## config.mk

```make
export PLATFORM = sky130hd
export DESIGN_NAME = mem_wait_timer
export DESIGN_NICKNAME = d
export VERILOG_FILES = /design/src/rv_mem_pkg.sv /design/src/mem_wait_timer.sv
export SDC_FILE = /design/constraint.sdc
export NUM_CORES = 1
export LEC_CHECK = 0
export ABC_CLOCK_PERIOD_IN_PS = 1100
export BUFFER_PORTS_ARGS = -buffer_cell sky130_fd_sc_hd__buf_2
export CORE_AREA = 2 2 39 41
export DETAILED_ROUTE_END_ITERATION = 16
export DIE_AREA = 0 0 41 43
export SETUP_SLACK_MARGIN = 0.3
export SLEW_MARGIN = 20
export SYNTH_ARGS = -nofsm -noshare
export SYNTH_HDL_FRONTEND = slang
export SYNTH_SLANG_ARGS = --single-unit
```

## constraint.sdc

```tcl
create_clock -name i_clk -period 1.1 [get_ports i_clk]
set_input_delay 0.055 -clock i_clk [delete_from_list [all_inputs] [get_ports i_clk]]
set_output_delay 0.055 -clock i_clk [all_outputs]
set_load 0.1 [all_outputs]
```

## src/rv_mem_pkg.sv

```systemverilog
// shared sizes and encodings for the memory stage; RAM depth and access latency are fixed here
package rv_mem_pkg;

  // data path and register file widths
  localparam int WORD_WD     = 32;
  localparam int GPR_ADDR_WD = 5;
  localparam int CSR_ADDR_WD = 12;

  // one enable bit per byte lane
  localparam int BYTE_EN_WD  = WORD_WD / 8;

  // 256 words, 1 KiB
  localparam int MEM_DEPTH_LOG2 = 8;
  localparam int MEM_DEPTH      = 2 ** MEM_DEPTH_LOG2;

  // wait cycles of one RAM access, at least 1
  localparam int MEM_LATENCY = 3;

  // wide enough to hold MEM_LATENCY-1
  localparam int LAT_CNT_WD  = $clog2(MEM_LATENCY + 1);

  // load/store size, funct3 encoding
  typedef enum logic [2:0] {
    MEM_B  = 3'd0,
    MEM_H  = 3'd1,
    MEM_W  = 3'd2,
    MEM_BU = 3'd4,
    MEM_HU = 3'd5
  } mem_op_e;

  // control states of the stage
  typedef enum logic [1:0] {
    MS_IDLE   = 2'd0,
    MS_ACCESS = 2'd1,
    MS_DONE   = 2'd2
  } ms_state_e;

endpackage

```

## src/mem_wait_timer.sv

```systemverilog
// fixed-length wait of MEM_LATENCY cycles; a start while running restarts the count
`timescale 1ns/1ps

module mem_wait_timer (
  input  logic i_clk,
  input  logic i_reset,
  input  logic i_start,
  output logic o_done
);

  import rv_mem_pkg::*;

  logic                  running;
  logic [LAT_CNT_WD-1:0] count;

  assign o_done = running & (count == '0);

  always_ff @(posedge i_clk) begin
    if (i_reset) begin
      running <= 1'b0;
      count   <= '0;
    end else if (i_start) begin
      running <= 1'b1;
      count   <= LAT_CNT_WD'(MEM_LATENCY - 1);
    end else if (o_done) begin
      running <= 1'b0; // expired
    end else if (running) begin
      count <= count - 1'b1;
    end
  end

endmodule

```

==> results of run 1 <==
what timing repair did:
action                     4_1_cts  5_1_grt
resized for setup                1        0
pin swaps                        2        1
setup buffers                    2        0
setup endpoints to repair        4        4
state kept, by name, summed over array words and instances (netlist names):
signal	cells
count	2
running	1
power breakdown:
part	leakage (nW)	internal, W	switching, W
clock	0.0150	0.000136	0.0000589
combinational	0.0668	0.0000418	0.0000449
sequential	0.0255	0.000117	0.00000346
synth_stat cells, drive strengths merged:
cell and number:
nor3 2, a311oi 1, nor2 2, dfxtp 3, xnor2 1, and2 1
ha 1, inv 3, nor2b 1
logic make-up (layout without fill, tap and decap cells):
family / count (synthesis) / count (layout)
DFF: 3 / 3
xor gates and xnor gates: 1 / 1
buffers and inverters: 3 / 12
adders and majority gates: 1 / 1
and+or+nand+nor: 6 / 6
AOI/OAI and AO/OA: 1 / 1
stage by stage:
| stage | TNS [ns] | cell area [sq um] |
|---|---|---|
| 2_1_floorplan | 0 | 173 |
| 3_3_place_gp | 0 | 223 |
| 3_5_place_dp | 0 | 223 |
| 4_1_cts | -0.0164 | 272 |
| 5_1_grt | -0.0396 | 272 |
| 6_report | -0.000814 | 272 |
routing by layer:
layer | track usage [%] | wire (um)
met1 | 5.11 | 107
met3 | 1.57 | 3
met2 | 5.31 | 175
met4 | 10.0 | 0
met5 | 0 | 0
layout make-up:
cell class,count,area (sq um)
fill,162,1110
multi-input combinational,9,106
sequential,3,62.6
timing repair buffer,5,45.0
clock buffer,4,26.3
tap,16,20.0
inverter,3,11.3
how the worst max path moves through the flow:
stage                    end  cells past startpoint     start
detailed placement  count[1]                      5  count[1]
global placement    count[1]                      5  count[1]
CTS                   o_done                      4  count[0]
global route          o_done                      4  count[0]
floorplan           count[1]                      5  count[1]
finish                o_done                      4  count[0]
==> impl_metrics.sql, run 1 <==
INSERT INTO impl_metrics (metric_group, metric, value, unit) VALUES
('flow_run', 'drv.max_cap_violation_count', '0', ''),
('clocking', 'tritoncts', 'done', ''),
('global_route', 'maximum_number_of_pins_on_one_net_before_global_route_repair', '5', ''),
('yosys', 'cell_count_after_synthesis', '15', ''),
('yosys', 'synthDominantAreaCellType', 'sky130_fd_sc_hd__dfxtp_1', ''),
('worst_setup_path', 'r2r_setup_slack', '0.08', 'ns'),
('worst_setup_path', 'path_max_fanout', '2', ''),
('route', 'ant_nets', '0', ''),
('floorplan', 'fp.coreArea', '0.00138', 'sq mm'),
('layout', 'final_cells', '40', ''),
('power', 'max-vdd-ir-drop', '0.256', 'mV'),
('run_status', 'violations', 'negative setup slack', ''),
('power', 'power.total', '0.000402', 'W'),
('worst_setup_path', 'critical_path_buf_inv_count', '2', ''),
('route', 'detailroute.via_count', '126', ''),
('clocking', 'cts_hold_repair.buffers', '0', ''),
('timing', 'finalSetupViolCount', '1', ''),
('worst_setup_path', 'slowest_delay', '0.31', 'ns'),
('timing', 'report.final.slew_viol_count', '0', ''),
('yosys', 'postSynthAreaPerCell', '10.4', 'sq um'),
('yosys', 'dominant_combinational_cell_family_by_area_after_synthesis', 'simple AND/OR/NAND/NOR gates', ''),
('clocking', 'clock_insertion_delay_worst_skew', '0.23', 'ns'),
('floorplan', 'die_width', '41', 'um'),
('min_path', 'min_from', 'i_reset', ''),
('route', 'count_of_unresolved_drc_violations_after_routing', '0', ''),
('timing', 'fmax', '0.908', 'GHz'),
('clocking', 'htreeDepth', '1', ''),
('worst_setup_path', 'worst_ep_required_time', '1.04', 'ns'),
('min_path', 'hold_end', 'count[0]', ''),
('placed_design', 'gp_routability_congestion', '0.681', ''),
('floorplan', 'starting_density_of_the_core', '11.3', '%'),
('worst_setup_path', 'critPathKind', 'register to output pin', ''),
('timing', 'report.final.hold_viol_count', '0', ''),
('worst_setup_path', 'reg2regPathDepth', '5', ''),
('worst_setup_path', 'dominant_delay_contributor_by_cell_family_on_the_critical_path', 'flip-flops', ''),
('route', 'iteration_0_drc_count_of_the_detailed_router', '0', ''),
('worst_setup_path', 'cp_data_arrival_time', '1.05', 'ns'),
('layout', 'design.final.nets', '29', ''),
('layout', 'area.growth.synth_to_final', '73.6', '%'),
('worst_setup_path', 'crit_slowest_cell', 'sky130_fd_sc_hd__dfxtp_2', ''),
('placed_design', 'dp_hpwl', '220', 'um'),
('global_route', 'number_of_antenna_violations_at_the_first_check_in_global_routing', '0', ''),
('clocking', 'clk_root_buffer_cell', 'sky130_fd_sc_hd__clkbuf_4', ''),
('yosys', 'synth_area', '156', 'sq um'),
('timing', 'worstMarginPinSlew', '0.172', 'ns'),
('timing', 'slew_headroom', '88.6', '%'),
('clocking', 'clockBufferDepth', '2', ''),
('yosys', 'simple_gate_share_of_the_synthesized_area', '31.2', '%'),
('yosys', 'synth_cell_type_count', '9', ''),
('run_status', 'run_status', 'finished with violations', ''),
('worst_setup_path', 'worstSetupEndpointType', 'output pin', ''),
('yosys', 'flops_latches_synth', '3', ''),
('layout', 'drive_above_1_share', '79.2', '%'),
('yosys', 'yosys-mux-area-fraction', '0', '%'),
('floorplan', 'dieArea', '0.00176', 'sq mm'),
('timing', 'worst_hold_slack', '0.0286', 'ns'),
('placed_design', 'pre_cts_ws', '0.0730', 'ns'),
('worst_setup_path', 'reg2reg_from', 'count[0]', ''),
('global_route', 'grt.overflow.total', '0', ''),
('yosys', 'synthesized_area_fraction_occupied_by_ao_oa_aoi_and_oai_cells', '9.60', '%'),
('power', 'cellPowerDensity', '1480', 'mW/mm^2'),
('route', 'pre_repair_dr_iteration_count', '1', ''),
('global_route', 'number_of_global_route_vias_before_repair', '143', ''),
('yosys', 'synth_adder_area_share', '8.00', '%'),
('yosys', 'synth_nets', '19', ''),
('layout', 'utilization', '19.6', '%'),
('floorplan', 'die_height', '43', 'um'),
('global_route', 'grt_first_pass_wirelength', '510', 'um'),
('placed_design', 'placed_cells_incl_taps', '34', ''),
('yosys', 'yosys_warnings', '0', ''),
('timing', 'final.setup.worst_slack', '-0.000814', 'ns');
No activity file was read; power rests on OpenSTA's default activity.
==> run 2, diff against run 1 <==
--- a/config.mk
+++ b/config.mk
@@ -10,6 +10,7 @@
 export CORE_AREA = 2 2 39 41
 export DETAILED_ROUTE_END_ITERATION = 16
 export DIE_AREA = 0 0 41 43
+export GPL_TIMING_DRIVEN = 0
 export SETUP_SLACK_MARGIN = 0.3
 export SLEW_MARGIN = 20
 export SYNTH_ARGS = -nofsm -noshare
==> run 2 against run 1 <==
  * The flow still finishes with violations (negative setup slack)
  * Die area unchanged
  * Routed wire length grew 2.4%
  * Final cell count increased by 2.5%
  * Sequential power about the same
  * Clock skew fell by 0.0018 ns
  * Critical endpoint unchanged
==> impl_metrics.sql, run 2 (synthesized netlist as in run 1, its figures left out) <==
INSERT INTO impl_metrics (metric_group, metric, value, unit) VALUES
('run_status', 'run_status', 'finished with violations', ''),
('run_status', 'violations', 'negative setup slack', ''),
('route', 'count_of_unresolved_drc_violations_after_routing', '0', ''),
('floorplan', 'die_height', '43', 'um'),
('timing', 'worstMarginPinSlew', '0.185', 'ns'),
('worst_setup_path', 'worst_ep_required_time', '1.04', 'ns'),
('worst_setup_path', 'crit_path_cell_trace', 'inv_2, ha_4, and2_4, buf_12', ''),
('worst_setup_path', 'reg2regPathDepth', '5', ''),
('timing', 'setup-tns-final', '-0.0113', 'ns'),
('global_route', 'grt.overflow.total', '0', ''),
('route', 'detailroute.via_count', '126', ''),
('min_path', 'holdPathStages', '2', ''),
('placed_design', 'port_buffers', '3', ''),
('worst_setup_path', 'slowest_delay', '0.31', 'ns'),
('placed_design', 'place_area', '208', 'sq um'),
('floorplan', 'starting_density_of_the_core', '11.3', '%'),
('power', 'max-vdd-ir-drop', '0.469', 'mV'),
('timing', 'finalCritPeriodShare', '101', '%'),
('power', 'cellPowerDensity', '1440', 'mW/mm^2'),
('placed_design', 'placed_cells_incl_taps', '34', ''),
('floorplan', 'dieArea', '0.00176', 'sq mm'),
('clocking', 'clock_insertion_delay_worst_skew', '0.24', 'ns'),
('worst_setup_path', 'worstSetupEndpointType', 'output pin', ''),
('global_route', 'grt_util_all_layers', '5.62', '%'),
('clocking', 'clk_root_buffer_cell', 'sky130_fd_sc_hd__clkbuf_4', ''),
('power', 'power_switching_share', '27.4', '%'),
('min_path', 'hold_class', 'input pin to register', ''),
('global_route', 'grt_first_pass_wirelength', '538', 'um'),
('clocking', 'cts_num_sinks', '3', ''),
('layout', 'multi_input_comb_area', '109', 'sq um'),
('route', 'avgViaCountPerCell', '3.07', ''),
('worst_setup_path', 'critPathKind', 'register to output pin', ''),
('timing', 'report.final.slew_viol_count', '0', ''),
('clocking', 'tritoncts', 'done', ''),
('power', 'internal-power', '0.000299', 'W'),
('layout', 'final_cells', '41', ''),
('global_route', 'maximum_number_of_pins_on_one_net_before_global_route_repair', '5', ''),
('clocking', 'register_clock_pin_slew_on_the_reported_worst_setup_and_hold_paths', '0.04', 'ns'),
('flow_run', 'drv.max_cap_violation_count', '0', ''),
('clocking', 'clockBufferDepth', '2', ''),
('layout', 'final_cell_area', '285', 'sq um'),
('clocking', 'cts_inserted_buffers', '3', ''),
('power', 'seq_power_share', '29.3', '%'),
('route', 'totalWireLength', '294', 'um'),
('timing', 'final.setup.worst_slack', '-0.0113', 'ns'),
('route', 'ant_nets', '0', ''),
('route', 'pre_repair_dr_iteration_count', '3', ''),
('worst_setup_path', 'cp_data_arrival_time', '1.06', 'ns'),
('worst_setup_path', 'path_max_fanout', '2', ''),
('floorplan', 'io_pins', '4', ''),
('layout', 'ff_latch_area', '62.6', 'sq um'),
('power', 'netSwitchingPower', '0.000113', 'W'),
('global_route', 'number_of_global_route_vias_before_repair', '139', ''),
('floorplan', 'row_count', '14', ''),
('layout', 'utilization', '20.6', '%'),
('timing', 'period_needed', '1.11', 'ns'),
('timing', 'slew_headroom', '87.7', '%'),
('layout', 'registers.top_by_ff_count', 'count', ''),
('clocking', 'htreeDepth', '1', ''),
('route', 'iteration_0_drc_count_of_the_detailed_router', '6', ''),
('power', 'power.combinational.fraction', '22.4', '%'),
('clocking', 'cts_hold_repair.buffers', '0', ''),
('timing', 'grt_setup_unrepaired', 'true', ''),
('floorplan', 'die_width', '41', 'um'),
('timing', 'fin_worst_skew', '0.000741', 'ns'),
('placed_design', 'gp_routability_congestion', '0.624', ''),
('layout', 'area.growth.synth_to_final', '82.4', '%'),
('timing', 'finalSetupViolCount', '1', ''),
('worst_setup_path', 'critical_path.startpoint_type', 'register', ''),
('power', 'clockPowerShare', '48.3', '%'),
('layout', 'layout.cells.most_common', 'sky130_fd_sc_hd__clkbuf_4', ''),
('layout', 'design.final.nets', '30', ''),
('layout', 'drive_above_1_share', '84.0', '%'),
('layout', 'final.fill_count', '155', ''),
('layout', 'top_regs', 'count: 2 flops, running: 1 flops', ''),
('layout', 'insertedDiodeCount', '0', ''),
('layout', 'largest_register_ffs', '2', ''),
('power', 'p_leak', '0.114', 'nW'),
('worst_setup_path', 'crit_slowest_cell', 'sky130_fd_sc_hd__dfxtp_2', ''),
('timing', 'fmax', '0.900', 'GHz'),
('floorplan', 'fp.coreArea', '0.00138', 'sq mm'),
('timing', 'report.final.hold_viol_count', '0', ''),
('route', 'wl_per_cell', '7.17', 'um'),
('power', 'power.total', '0.000412', 'W'),
('global_route', 'number_of_antenna_violations_at_the_first_check_in_global_routing', '0', '');
run 2: cell count changes in the layout (fill, tap and decap cells not counted):
cell and delta:
sky130_fd_sc_hd__nor2_2 +1, sky130_fd_sc_hd__buf_6 +1, sky130_fd_sc_hd__nor2_1 -1
run 2: worst paths after layout:
kind / startpoint / endpoint / slack, ns
max: count[1] / o_done / -0.01
min: i_reset / count[0] / 0.02
max reg2reg: count[0] / count[1] / 0.05
min reg2reg: count[0] / count[1] / 0.61
run 2: worst max-delay path: cells and delay by family, from the launching register on:
| kind | cells | cell delay [ns] |
|---|---|---|
| flip-flops | 1 | 0.31 |
| buffers and inverters | 2 | 0.22 |
| adder cells (fa/ha/maj) | 1 | 0.14 |
| AND/OR/NAND/NOR | 1 | 0.14 |
run 2: per-layer routing:
layer | global-route usage (%) | part of all wire [%] | vias to the layer above
met4 | 4.00 | 0 | 0
met1 | 4.49 | 39 | 55
li1 | - | - | 67
met3 | 7.85 | 7.5 | 0
met5 | 0 | 0 | -
met2 | 6.56 | 53 | 4
run 2: timing repair:
action                                  4_1_cts  5_1_grt
setup buffers                                 3        0
endpoints found under the setup margin        4        4
resized for setup                             6        1
pin swaps                                     1        1
cloned                                        0        0
run 2: stage by stage:
step / setup slack (ns) / hold slack [ns]
finish: -0.0113 / 0.0197
global route: -0.0702 / 0.0130
CTS: -0.0319 / 0.0142
detailed placement: -0.00307 / 0.273
global placement: 0.00585 / 0.267
floorplan: 0.131 / 0.117
run 2: power groups by stage:
stage / logic [W] / registers [W] / clock network (W)
3_5_place_dp: 0.0000699 / 0.000123 / 0
5_1_grt: 0.0000995 / 0.000121 / 0.000232
2_1_floorplan: 0.0000564 / 0.000122 / 0
4_1_cts: 0.0000925 / 0.000120 / 0.000212
6_report: 0.0000924 / 0.000120 / 0.000199
3_3_place_gp: 0.0000682 / 0.000123 / 0
run 2: layout make-up:
type	instances	area share, %
clock buffer	4	9.21
inverter	3	3.95
multi-input combinational	9	38.2
sequential	3	21.9
tap	16	7.02
timing repair buffer	6	19.7
==> run 3, diff against run 2 <==
--- a/config.mk
+++ b/config.mk
@@ -12,6 +12,7 @@
 export DIE_AREA = 0 0 41 43
 export GPL_TIMING_DRIVEN = 0
 export SETUP_SLACK_MARGIN = 0.3
+export SKIP_CTS_REPAIR_TIMING = 1
 export SLEW_MARGIN = 20
 export SYNTH_ARGS = -nofsm -noshare
 export SYNTH_HDL_FRONTEND = slang
==> run 3 against run 2 <==
  * The run still ends with negative setup slack left
  * Sequential share of layout area is 1.2 points higher
  * Hold slack improved by 0.0035 ns
  * Die area stayed put
  * Flip-flop and latch count unchanged
  * Clock power is essentially flat
  * Routed wire length is 2.4% lower
  * Clock-buffer cell count stayed put
  * Global-route usage shrank 0.50 points
  * Setup slack got worse by 0.0070 ns
  * Critical path type unchanged
==> impl_metrics.sql, run 3 (synthesized netlist as in run 1, its figures left out) <==
INSERT INTO impl_metrics (metric_group, metric, value, unit) VALUES
('run_status', 'violations', 'negative setup slack', ''),
('power', 'p_leak', '0.107', 'nW'),
('clocking', 'htreeDepth', '1', ''),
('worst_setup_path', 'crit_path_cell_trace', 'inv_2, ha_4, and2_4, buf_12', ''),
('power', 'max-vdd-ir-drop', '0.470', 'mV'),
('placed_design', 'placed_cells_incl_taps', '34', ''),
('timing', 'final.setup.worst_slack', '-0.0183', 'ns'),
('route', 'ant_nets', '0', ''),
('timing', 'finalCritPeriodShare', '102', '%'),
('timing', 'finalSetupViolCount', '1', ''),
('layout', 'insertedDiodeCount', '0', ''),
('floorplan', 'die_width', '41', 'um'),
('route', 'totalWireLength', '287', 'um'),
('route', 'avgViaCountPerCell', '3.05', ''),
('power', 'power.total', '0.000406', 'W'),
('worst_setup_path', 'cp_data_arrival_time', '1.06', 'ns'),
('worst_setup_path', 'path_max_fanout', '2', ''),
('route', 'detailroute.via_count', '122', ''),
('clocking', 'cts_num_sinks', '3', ''),
('worst_setup_path', 'slowest_delay', '0.33', 'ns'),
('timing', 'worst_hold_slack', '0.0232', 'ns'),
('layout', 'largest_register_ffs', '2', ''),
('global_route', 'grt_first_pass_wirelength', '476', 'um'),
('route', 'iteration_0_drc_count_of_the_detailed_router', '6', ''),
('layout', 'layout.cells.most_common', 'sky130_fd_sc_hd__clkbuf_4', ''),
('worst_setup_path', 'critPathKind', 'register to output pin', ''),
('worst_setup_path', 'worst_ep_required_time', '1.04', 'ns'),
('timing', 'slew_headroom', '88.8', '%'),
('layout', 'area.growth.synth_to_final', '72.8', '%'),
('global_route', 'grt_util_all_layers', '5.12', '%'),
('global_route', 'number_of_antenna_violations_at_the_first_check_in_global_routing', '0', ''),
('placed_design', 'gp_routability_congestion', '0.624', ''),
('worst_setup_path', 'critical_path_buf_inv_count', '2', ''),
('clocking', 'register_clock_pin_slew_on_the_reported_worst_setup_and_hold_paths', '0.04', 'ns'),
('clocking', 'clockBufferDepth', '2', ''),
('clocking', 'clk_root_buffer_cell', 'sky130_fd_sc_hd__clkbuf_4', ''),
('worst_setup_path', 'crit_slowest_cell', 'sky130_fd_sc_hd__dfxtp_2', ''),
('placed_design', 'port_buffers', '3', ''),
('route', 'count_of_unresolved_drc_violations_after_routing', '0', ''),
('route', 'wl_per_cell', '7.18', 'um'),
('layout', 'registers.top_by_ff_count', 'count', ''),
('timing', 'period_needed', '1.12', 'ns'),
('worst_setup_path', 'worstSetupEndpointType', 'output pin', ''),
('timing', 'report.final.hold_viol_count', '0', ''),
('floorplan', 'starting_density_of_the_core', '11.3', '%'),
('timing', 'fin_worst_skew', '0.000749', 'ns'),
('layout', 'final.fill_count', '155', ''),
('layout', 'design.final.nets', '29', ''),
('timing', 'worstMarginPinSlew', '0.167', 'ns'),
('worst_setup_path', 'dominant_delay_contributor_by_cell_family_on_the_critical_path', 'flip-flops', ''),
('floorplan', 'fp.coreArea', '0.00138', 'sq mm'),
('floorplan', 'dieArea', '0.00176', 'sq mm'),
('floorplan', 'io_pins', '4', ''),
('route', 'pre_repair_dr_iteration_count', '3', ''),
('clocking', 'cts_inserted_buffers', '3', ''),
('layout', 'drive_above_1_share', '79.2', '%'),
('layout', 'final_cells', '40', ''),
('clocking', 'tritoncts', 'done', ''),
('timing', 'fmax', '0.894', 'GHz'),
('floorplan', 'row_count', '14', ''),
('timing', 'setup-tns-final', '-0.0183', 'ns'),
('timing', 'report.final.slew_viol_count', '0', ''),
('global_route', 'maximum_number_of_pins_on_one_net_before_global_route_repair', '5', ''),
('flow_run', 'drv.max_cap_violation_count', '0', ''),
('worst_setup_path', 'critical_path.startpoint_type', 'register', ''),
('global_route', 'grt.overflow.total', '0', ''),
('timing', 'grt_setup_unrepaired', 'true', ''),
('layout', 'top_regs', 'count: 2 flops, running: 1 flops', ''),
('run_status', 'run_status', 'finished with violations', ''),
('global_route', 'number_of_global_route_vias_before_repair', '118', ''),
('power', 'cellPowerDensity', '1500', 'mW/mm^2'),
('min_path', 'hold_class', 'input pin to register', ''),
('clocking', 'clock_insertion_delay_worst_skew', '0.24', 'ns'),
('floorplan', 'die_height', '43', 'um'),
('layout', 'most-common-layout-cells', '3 x sky130_fd_sc_hd__clkbuf_4, 2 x sky130_fd_sc_hd__inv_2, 2 x sky130_fd_sc_hd__nor3_2, 2 x sky130_fd_sc_hd__dfxtp_2, 2 x sky130_fd_sc_hd__buf_2', '');
==> run 3: changes by cell type in the layout (fill, tap and decap cells not counted) <==
cell and delta:
sky130_fd_sc_hd__xnor2_1 +1, sky130_fd_sc_hd__buf_4 -1, sky130_fd_sc_hd__xnor2_2 -1
==> run 3: worst paths after layout <==
| kind | startpoint | slack, ns | endpoint | cells past startpoint |
|---|---|---|---|---|
| worst max register to register | count[0] | 0.03 | count[1] | 5 |
| worst min register to register | count[0] | 0.54 | count[0] | 2 |
| worst min-delay path | i_reset | 0.02 | count[1] | 2 |
| worst max-delay path | count[0] | -0.02 | o_done | 4 |
==> run 3: where the power goes <==
| group | switching (W) | internal (W) | leakage [nW] | total [W] |
|---|---|---|---|---|
| sequential | 0.00000423 | 0.000117 | 0.0255 | 0.000121 |
| clock | 0.0000626 | 0.000136 | 0.0150 | 0.000199 |
| combinational | 0.0000446 | 0.0000414 | 0.0670 | 0.0000860 |
| total | 0.000111 | 0.000295 | 0.107 | 0.000406 |
==> run 3: routing by layer <==
metal	up-vias	share of wire, %	global-route usage [%]
li1	65	-	-
met1	53	42	4.17
met2	4	50	5.31
met3	0	7.7	7.85
met4	0	0	4.00
met5	-	0	0
==> run 3: final cells by class <==
class                           instances  area [sq um]  share of cell area, %
Sequential cell                         3          62.6                   23.1
Inverter                                3          11.3                   4.17
Clock buffer                            4          26.3                   9.72
Timing Repair Buffer                    5          48.8                   18.1
Multi-Input combinational cell          9           101                   37.5
Tap cell                               16          20.0                   7.41
==> run 3: per-stage QoR <==
stage	worst slack [ns]	util, %	area (sq um)
6_report	-0.0183	19.5	270
5_1_grt	-0.0749	19.5	270
4_1_cts	-0.264	16.9	234
3_5_place_dp	-0.00307	15.0	208
3_3_place_gp	0.00585	15.0	208
2_1_floorplan	0.131	-	173
